$ cat config.mk
export PLATFORM = sky130hd
export DESIGN_NAME = mem_front
export DESIGN_NICKNAME = d
export VERILOG_FILES = /design/src/logic/mem_front_pkg.sv /design/src/logic/data_port.sv /design/src/logic/icache.sv /design/src/logic/mem_arbiter.sv /design/src/logic/mem_front.sv
export SDC_FILE = /design/constraint.sdc
export NUM_CORES = 2
export LEC_CHECK = 0
export ABC_AREA = 1
export BUFFER_PORTS_ARGS = -buffer_cell sky130_fd_sc_hd__buf_2
export CORE_ASPECT_RATIO = 1.75
export CORE_MARGIN = 5
export CORE_UTILIZATION = 25
export DETAILED_ROUTE_END_ITERATION = 12
export PLACE_DENSITY = 0.49
export SKIP_CTS_REPAIR_TIMING = 1
export SLEW_MARGIN = 0
export SYNTH_ARGS = -nofsm -noshare
export SYNTH_HDL_FRONTEND = slang
export SYNTH_SLANG_ARGS = --single-unit
$ cat constraint.sdc
create_clock -name clock -period 6.8 [get_ports clock]
set_clock_uncertainty 0.05 [all_clocks]
set_input_delay 1.02 -clock clock [delete_from_list [all_inputs] [get_ports clock]]
set_output_delay 1.02 -clock clock [all_outputs]
set_load 0.03 [all_outputs]
$ cat src/logic/mem_front_pkg.sv
// memory front end shared definitions
// bus widths, the bus command encoding and instruction cache geometry
`default_nettype none

package mem_front_pkg;

	////////////////////////////////////////////////////////////
	// memory bus widths
	////////////////////////////////////////////////////////////

	// byte address width
	localparam int ADDR_BITS = 32;
	// one bus word, also one cache block
	localparam int WORD_BITS = 64;
	// transaction tag, zero means no tag
	localparam int MEM_TAG_BITS = 4;

	typedef logic [ADDR_BITS-1:0] addr_t;
	typedef logic [WORD_BITS-1:0] mem_word_t;
	typedef logic [MEM_TAG_BITS-1:0] mem_tag_t;

	// bus command, same encoding as the memory side expects
	typedef enum logic [1:0] {
		bus_none  = 2'h0,
		bus_load  = 2'h1,
		bus_store = 2'h2
	} bus_cmd_t;

	////////////////////////////////////////////////////////////
	// instruction cache geometry
	////////////////////////////////////////////////////////////

	// direct mapped, one block per line
	localparam int ICACHE_LINES = 32;
	// byte offset inside an 8 byte block
	localparam int BLOCK_OFFSET_BITS = 3;
	// line index width
	localparam int INDEX_BITS = $clog2(ICACHE_LINES);
	// what is left of the address above index and offset
	localparam int ICACHE_TAG_BITS = ADDR_BITS - INDEX_BITS - BLOCK_OFFSET_BITS;

	typedef logic [ICACHE_TAG_BITS-1:0] icache_tag_t;

endpackage

`default_nettype wire

$ cat src/logic/data_port.sv
// data side load/store port
// one request at a time, held on the bus until memory accepts it
`default_nettype none
`timescale 1ns/1ps

module data_port (
	input  logic                     clock,
	input  logic                     reset,
	// request from the core side
	input  logic                     d_req,
	input  logic                     d_write,
	input  mem_front_pkg::addr_t     d_addr,
	input  mem_front_pkg::mem_word_t d_wdata,
	// status and result
	output logic                     d_busy,
	output logic                     d_done,
	output mem_front_pkg::mem_word_t d_rdata,
	// request toward the arbiter
	output mem_front_pkg::bus_cmd_t  d_cmd,
	output mem_front_pkg::addr_t     d_addr_out,
	output mem_front_pkg::mem_word_t d_data_out,
	// response and reply from memory
	input  mem_front_pkg::mem_tag_t  d_response,
	input  mem_front_pkg::mem_word_t mem_data,
	input  mem_front_pkg::mem_tag_t  mem_tag
);
	import mem_front_pkg::*;

	typedef enum logic [1:0] {
		idle,
		request,
		wait_data
	} state_t;

	state_t    state;
	// captured request
	logic      req_write;
	addr_t     req_addr;
	mem_word_t req_wdata;
	// tag of the outstanding load
	mem_tag_t  pend_tag;

	logic accepted;
	logic reply_seen;

	assign d_busy = (state != idle);

	// command only while the request is still unaccepted
	assign d_cmd      = (state != request) ? bus_none : (req_write ? bus_store : bus_load);
	assign d_addr_out = req_addr;
	assign d_data_out = req_wdata;

	assign accepted   = (state == request) && (d_response != '0);
	assign reply_seen = (state == wait_data) && (mem_tag == pend_tag);

	////////////////////////////////////////////////////////////
	// control
	////////////////////////////////////////////////////////////

	// store ends on acceptance, load ends on its reply tag
	always_ff @(posedge clock) begin
		if (reset) begin
			state  <= idle;
			d_done <= 1'b0;
		end else begin
			d_done <= 1'b0;
			case (state)
				idle: begin
					if (d_req) begin
						state <= request;
					end
				end
				request: begin
					if (accepted && req_write) begin
						state  <= idle;
						d_done <= 1'b1;
					end else if (accepted) begin
						state <= wait_data;
					end
				end
				wait_data: begin
					if (reply_seen) begin
						state  <= idle;
						d_done <= 1'b1;
					end
				end
				default: begin
					state <= idle;
				end
			endcase
		end
	end

	// request capture, tag capture, load result
	always_ff @(posedge clock) begin
		if (state == idle && d_req) begin
			req_write <= d_write;
			req_addr  <= d_addr;
			req_wdata <= d_wdata;
		end
		if (accepted) begin
			pend_tag <= d_response;
		end
		if (reply_seen) begin
			d_rdata <= mem_data;
		end
	end

	// the requester must wait for the port to drain
	no_req_while_busy: assert property (@(posedge clock) disable iff (reset)
		d_req |-> !d_busy)
		else $error("data request issued while the port was busy");

endmodule

`default_nettype wire

$ cat src/logic/icache.sv
// direct-mapped instruction cache
// hits read combinationally and a miss loads the block over the shared bus
`default_nettype none
`timescale 1ns/1ps

module icache (
	input  logic                     clock,
	input  logic                     reset,
	// fetch side
	input  mem_front_pkg::addr_t     fetch_addr,
	output mem_front_pkg::mem_word_t fetch_data,
	output logic                     fetch_valid,
	// request toward the arbiter
	output mem_front_pkg::bus_cmd_t  i_cmd,
	output mem_front_pkg::addr_t     i_addr,
	// response and reply from memory
	input  mem_front_pkg::mem_tag_t  i_response,
	input  mem_front_pkg::mem_word_t mem_data,
	input  mem_front_pkg::mem_tag_t  mem_tag
);
	import mem_front_pkg::*;

	// miss handling
	typedef enum logic [1:0] {
		idle,
		wait_accept,
		wait_data
	} state_t;

	////////////////////////////////////////////////////////////
	// line storage
	////////////////////////////////////////////////////////////

	logic [ICACHE_LINES-1:0] line_valid;
	icache_tag_t             line_tag [ICACHE_LINES];
	mem_word_t               line_data [ICACHE_LINES];

	state_t   state;
	// tag handed out by memory for the fill in flight
	mem_tag_t pend_tag;
	// block being filled is held so a moving fetch_addr cannot corrupt the line
	addr_t    pend_addr;

	logic [INDEX_BITS-1:0] fetch_index;
	icache_tag_t           fetch_tag;
	addr_t                 fetch_block;
	logic [INDEX_BITS-1:0] fill_index;
	icache_tag_t           fill_tag;
	logic                  hit;
	logic                  accepted;
	logic                  fill_done;

	// split the fetch address
	assign fetch_index = fetch_addr[BLOCK_OFFSET_BITS +: INDEX_BITS];
	assign fetch_tag   = fetch_addr[ADDR_BITS-1 -: ICACHE_TAG_BITS];
	assign fetch_block = {fetch_addr[ADDR_BITS-1:BLOCK_OFFSET_BITS], {BLOCK_OFFSET_BITS{1'b0}}};

	// same split for the stored fill address
	assign fill_index = pend_addr[BLOCK_OFFSET_BITS +: INDEX_BITS];
	assign fill_tag   = pend_addr[ADDR_BITS-1 -: ICACHE_TAG_BITS];

	// hit path with no register in between
	assign hit         = line_valid[fetch_index] && (line_tag[fetch_index] == fetch_tag);
	assign fetch_valid = hit;
	assign fetch_data  = line_data[fetch_index];

	////////////////////////////////////////////////////////////
	// miss request
	////////////////////////////////////////////////////////////

	// idle asks for the current block at once and a retry replays the stored one
	always_comb begin
		i_cmd = bus_none;
		case (state)
			idle: begin
				if (!hit) begin
					i_cmd = bus_load;
				end
			end
			wait_accept: begin
				i_cmd = bus_load;
			end
			default: begin
				i_cmd = bus_none;
			end
		endcase
	end

	assign i_addr = (state == wait_accept) ? pend_addr : fetch_block;

	// nonzero response means memory took the load
	assign accepted  = (i_cmd != bus_none) && (i_response != '0);
	// our reply shows up with the tag we were given
	assign fill_done = (state == wait_data) && (mem_tag == pend_tag);

	always_ff @(posedge clock) begin
		if (reset) begin
			state <= idle;
		end else begin
			case (state)
				idle: begin
					if (!hit) begin
						state <= accepted ? wait_data : wait_accept;
					end
				end
				wait_accept: begin
					if (accepted) begin
						state <= wait_data;
					end
				end
				wait_data: begin
					if (fill_done) begin
						state <= idle;
					end
				end
				default: begin
					state <= idle;
				end
			endcase
		end
	end

	// fill bookkeeping
	always_ff @(posedge clock) begin
		if (state == idle && !hit) begin
			pend_addr <= fetch_block;
		end
		if (accepted) begin
			pend_tag <= i_response;
		end
	end

	////////////////////////////////////////////////////////////
	// line update
	////////////////////////////////////////////////////////////

	always_ff @(posedge clock) begin
		if (reset) begin
			line_valid <= '0;
		end else if (fill_done) begin
			line_valid[fill_index] <= 1'b1;
		end
	end

	// tag and block written on the reply edge
	always_ff @(posedge clock) begin
		if (fill_done) begin
			line_tag[fill_index]  <= fill_tag;
			line_data[fill_index] <= mem_data;
		end
	end

	// an acceptance only ever answers a load that is on the bus
	response_needs_request: assert property (@(posedge clock) disable iff (reset)
		(i_cmd == bus_none) |-> (i_response == '0))
		else $error("icache saw an acceptance without a request on the bus");

endmodule

`default_nettype wire

$ cat src/logic/mem_arbiter.sv
// shared memory bus arbiter
// data side has priority and acceptance goes only to the bus owner
`default_nettype none
`timescale 1ns/1ps

module mem_arbiter (
	// instruction side request
	input  mem_front_pkg::bus_cmd_t  i_cmd,
	input  mem_front_pkg::addr_t     i_addr,
	// data side request
	input  mem_front_pkg::bus_cmd_t  d_cmd,
	input  mem_front_pkg::addr_t     d_addr_out,
	input  mem_front_pkg::mem_word_t d_data_out,
	// acceptance from memory
	input  mem_front_pkg::mem_tag_t  mem_response,
	// acceptance steered back
	output mem_front_pkg::mem_tag_t  i_response,
	output mem_front_pkg::mem_tag_t  d_response,
	// request on the shared bus
	output mem_front_pkg::bus_cmd_t  mem_cmd,
	output mem_front_pkg::addr_t     mem_addr,
	output mem_front_pkg::mem_word_t mem_wdata
);
	import mem_front_pkg::*;

	// data side owns the bus whenever it asks
	logic d_owns;

	assign d_owns = (d_cmd != bus_none);

	////////////////////////////////////////////////////////////
	// request mux
	////////////////////////////////////////////////////////////

	assign mem_cmd  = d_owns ? d_cmd : i_cmd;
	assign mem_addr = d_owns ? d_addr_out : i_addr;
	// instruction fetches carry no store data
	assign mem_wdata = d_owns ? d_data_out : '0;

	////////////////////////////////////////////////////////////
	// response steering
	////////////////////////////////////////////////////////////

	// loser sees zero and simply retries next cycle
	assign i_response = d_owns ? '0 : mem_response;
	assign d_response = d_owns ? mem_response : '0;

endmodule

`default_nettype wire

$ cat src/logic/mem_front.sv
// memory front end top level
// instruction cache and data port sharing one tagged memory bus
`default_nettype none
`timescale 1ns/1ps

module mem_front (
	input  logic                     clock,
	input  logic                     reset,
	// instruction fetch
	input  mem_front_pkg::addr_t     fetch_addr,
	output mem_front_pkg::mem_word_t fetch_data,
	output logic                     fetch_valid,
	// data access
	input  logic                     d_req,
	input  logic                     d_write,
	input  mem_front_pkg::addr_t     d_addr,
	input  mem_front_pkg::mem_word_t d_wdata,
	output logic                     d_busy,
	output logic                     d_done,
	output mem_front_pkg::mem_word_t d_rdata,
	// memory bus
	output mem_front_pkg::bus_cmd_t  mem_cmd,
	output mem_front_pkg::addr_t     mem_addr,
	output mem_front_pkg::mem_word_t mem_wdata,
	input  mem_front_pkg::mem_tag_t  mem_response,
	input  mem_front_pkg::mem_word_t mem_data,
	input  mem_front_pkg::mem_tag_t  mem_tag
);
	import mem_front_pkg::*;

	////////////////////////////////////////////////////////////
	// requester to arbiter wiring
	////////////////////////////////////////////////////////////

	bus_cmd_t  i_cmd;
	addr_t     i_addr;
	mem_tag_t  i_response;
	bus_cmd_t  d_cmd;
	addr_t     d_addr_out;
	mem_word_t d_data_out;
	mem_tag_t  d_response;

	// reply tag and data fan out to both sides
	icache icache_i (
		.clock       (clock),
		.reset       (reset),
		.fetch_addr  (fetch_addr),
		.fetch_data  (fetch_data),
		.fetch_valid (fetch_valid),
		.i_cmd       (i_cmd),
		.i_addr      (i_addr),
		.i_response  (i_response),
		.mem_data    (mem_data),
		.mem_tag     (mem_tag)
	);

	data_port data_port_i (
		.clock      (clock),
		.reset      (reset),
		.d_req      (d_req),
		.d_write    (d_write),
		.d_addr     (d_addr),
		.d_wdata    (d_wdata),
		.d_busy     (d_busy),
		.d_done     (d_done),
		.d_rdata    (d_rdata),
		.d_cmd      (d_cmd),
		.d_addr_out (d_addr_out),
		.d_data_out (d_data_out),
		.d_response (d_response),
		.mem_data   (mem_data),
		.mem_tag    (mem_tag)
	);

	mem_arbiter mem_arbiter_i (
		.i_cmd        (i_cmd),
		.i_addr       (i_addr),
		.d_cmd        (d_cmd),
		.d_addr_out   (d_addr_out),
		.d_data_out   (d_data_out),
		.mem_response (mem_response),
		.i_response   (i_response),
		.d_response   (d_response),
		.mem_cmd      (mem_cmd),
		.mem_addr     (mem_addr),
		.mem_wdata    (mem_wdata)
	);

endmodule

`default_nettype wire

==> out/results.ini <==
[cts]
tritoncts.num_buffers = 309
cts-htree-levels = 5
clkTransAtPathRegs_ps = 70
clock_latency_ps = 950
clockRootBuffer = clkbuf_16
cts_tree = built
clk_path_buf_depth = 4
cts_sinks = 3051

[critical_path]
critPathArrivalTime_ps = 5020
required_ps = 5730
startpoint_type = input pin
crit_top_cell = nand2_1
worst_r2r_endpoint = icache_i.line_data[27][35]
r2r_slack_ps = 2570
slowest_stage = buf_12
worstSetupPathType = input pin to output port
cp_max_fo = 218
cp_slowest_stage_delay_ps = 570
path_cells = buf_8 > clkinv_16 > buf_12 > nand2_1 > nand3_1 > nand3_1 > nand3_1 > nand3_1 > nand2_1 > nand2_1 > nand2_1 > nor2_1 > nand2_1 > nor2_1 > nand4_1 > nand2_1 > a21oi_1 > buf_2
timing.rr.start = icache_i.pend_tag[1]
r2r.worst_path.cells = 8
end_kind = output port

[final_layout]
nFillCells = 48400
instances_no_fill = 16100
syn2layout_area_growth_pct = 17.0
drive_gt1_share_pct = 12.0
final_nets = 9744

[global_route]
antenna_found_initial = 26
grt_max_degree = 219
grt_first_pass_wirelength_mm = 564
grt_overflow = 0
track_usage_pct = 15.5
grt_pass1_vias = 76100

[placement]
gp_congestion = 0.780
dp_hpwl_mm = 206
place_inst = 15500
port-buffer-count = 429
dp_slack_ps = 1130

[die]
rows = 336
core_um2 = 478000
start_util_pct = 25.0
die_h_um = 925
die_width_um = 533
io_pins = 433
dieArea_um2 = 493000

[job]
maxCapViolations = 0

[power_and_ir_drop]
peakVddDrop_mv = 0.158
total_power_mw = 42.4
p_leak_nw = 46.1
p_per_area_nw_per_um2 = 303

[yosys]
yosysSeqAreaShare_pct = 76.3
synthFlopType = edfxtp_1
synth_top_area_cell = edfxtp_1
async_reset_ff_share_pct = 0
synth_edf_count = 3014
syn_avg_cell_area_um2 = 13.0
yosys_warnings = 0
synthCells = 9204
yosysMostFrequentCell = edfxtp_1
netlist_area_um2 = 120000
synth_cell_type_count = 37
synth-seq-cells = 3051
syn-num-nets = 9411
synth.top_cells.by_area = edfxtp_1 76%, o21ai_0 5.0%, nand2_1 4.2%, nor2_1 4.1%, nand3_1 3.0%
netlist_top_cells_count = 3014 x edfxtp_1, 1323 x nand2_1, 1320 x nor2_1, 1198 x o21ai_0, 728 x nand3_1
synth_top_area_share_pct = 75.7

[route]
vias_per_cell = 4.86
ant_nets = 0
wl_met3_mm = 19.9
wl_met2_mm = 204
wl_met1_mm = 165
vias = 77900
avgRoutedWirePerCell_um = 24.9
initialDrtViolationCount = 6686
routed.top_layer = met5
drc = 0
drt_pass1_iterations = 5
wirelength_mm = 400

[sta]
tightest_slew_ps = 1290
rsz0062_at_grt = false
setup_tns_ps = 0
period_minus_slack_ps = 6090
worst_slack_ps = 715
min_period_over_period_pct = 89.5
hold_viol = 0
finalSetupViolCount = 0
max_freq_mhz = 164
drv_slew = 0
worst_slew_margin_rel_pct = 14.0
hold_ws_ps = 191

[min_path]
holdPathEnd = data_port_i.d_addr_out[6]
min_from = d_addr[6]
hold_depth = 1
hp-class = input pin to flip-flop

[run_status]
outcome = finished clean

==> registers in the layout, summed over array words and instances, names as in the netlist <==
| signal | count |
|---|---|
| icache_i.line_data | 2048 |
| data_port_i.state | 2 |
| data_port_i.d_rdata | 64 |
| data_port_i.pend_tag | 4 |
| icache_i.line_valid | 32 |
| icache_i.pend_addr | 29 |
| data_port_i.d_done | 1 |
| icache_i.pend_tag | 4 |
| data_port_i.d_data_out | 64 |
| icache_i.state | 2 |
| icache_i.line_tag | 768 |
| data_port_i.d_addr_out | 32 |
| data_port_i.req_write | 1 |
==> where the power goes <==
part,internal [mW],switching (mW)
clock network,9.87,7.52
logic,0.867,2.78
registers,21.1,0.208
total,31.9,10.5
==> cells in the final DEF, fill, tap and decap left out, types with 9 or more instances in the layout <==
cell type   instances
edfxtp_1         3014
nand2_1          1323
nor2_1           1286
o21ai_0          1198
nand3_1           728
o22ai_1           534
buf_2             424
clkbuf_16         317
buf_4             143
inv_1             118
buf_12             87
clkinv_1           74
o221ai_1           64
clkbuf_1           48
a21oi_1            45
clkinv_2           43
a31oi_1            39
dfxtp_1            37
o21ai_1            36
nor2_4             34
bufinv_16          33
o21ba_2            23
inv_6              23
o211ai_1           14
o31ai_1            12
clkinvlp_4         10
nand3b_1            9
==> kinds of logic after synthesis <==
group,after synthesis,share of synthesized area (%)
DFF,3051,76.3
adders and majority gates,3,0.0314
AOI/OAI and AO/OA,1978,9.28
buffers and inverters,762,2.84
and+or+nand+nor,3403,11.5
xor gates and xnor gates,7,0.0513
==> critical path: cells and delay by family <==
family                 cells  cell delay, ps
and+or+nand+nor           13            1790
buffers and inverters      4            1490
AOI/OAI and AO/OA          1              80
==> how the worst max path moves through the flow <==
stage / start / endpoint / depth (start not counted)
2_1_floorplan: mem_tag[1] / icache_i.line_data[28][0] / 7
3_3_place_gp: fetch_addr[3] / mem_cmd[0] / 18
3_5_place_dp: fetch_addr[3] / mem_cmd[0] / 18
4_1_cts: fetch_addr[3] / mem_cmd[0] / 18
5_1_grt: fetch_addr[3] / mem_cmd[0] / 18
6_report: fetch_addr[3] / mem_cmd[0] / 18
==> routing by layer <==
| layer | vias to the layer above | track usage (%) |
|---|---|---|
| met5 | - | 0 |
| met4 | 12 | 4.36 |
| met3 | 559 | 1.87 |
| met2 | 2269 | 27.9 |
| met1 | 40600 | 19.6 |
| li1 | 34500 | - |
==> area by class of cell <==
class	count	area, um2	share of cell area [%]
repair buffers	659	5010	3.58
diodes	7	17.5	0.0125
flip-flops and latches	3051	91200	65.2
multi-input cells	5391	25200	18.0
inverters	125	528	0.377
well taps	6253	7820	5.59
clock buffers	367	8140	5.82
clock inverters	197	1970	1.41
==> per-stage QoR <==
step                instance area (um2)  utilization (%)
floorplan                        120000                -
global placement                 130000             27.2
detailed placement               130000             27.2
CTS                              140000             29.3
global route                     140000             29.3
finish                           140000             29.3
No activity file was read; power rests on OpenSTA's default activity.
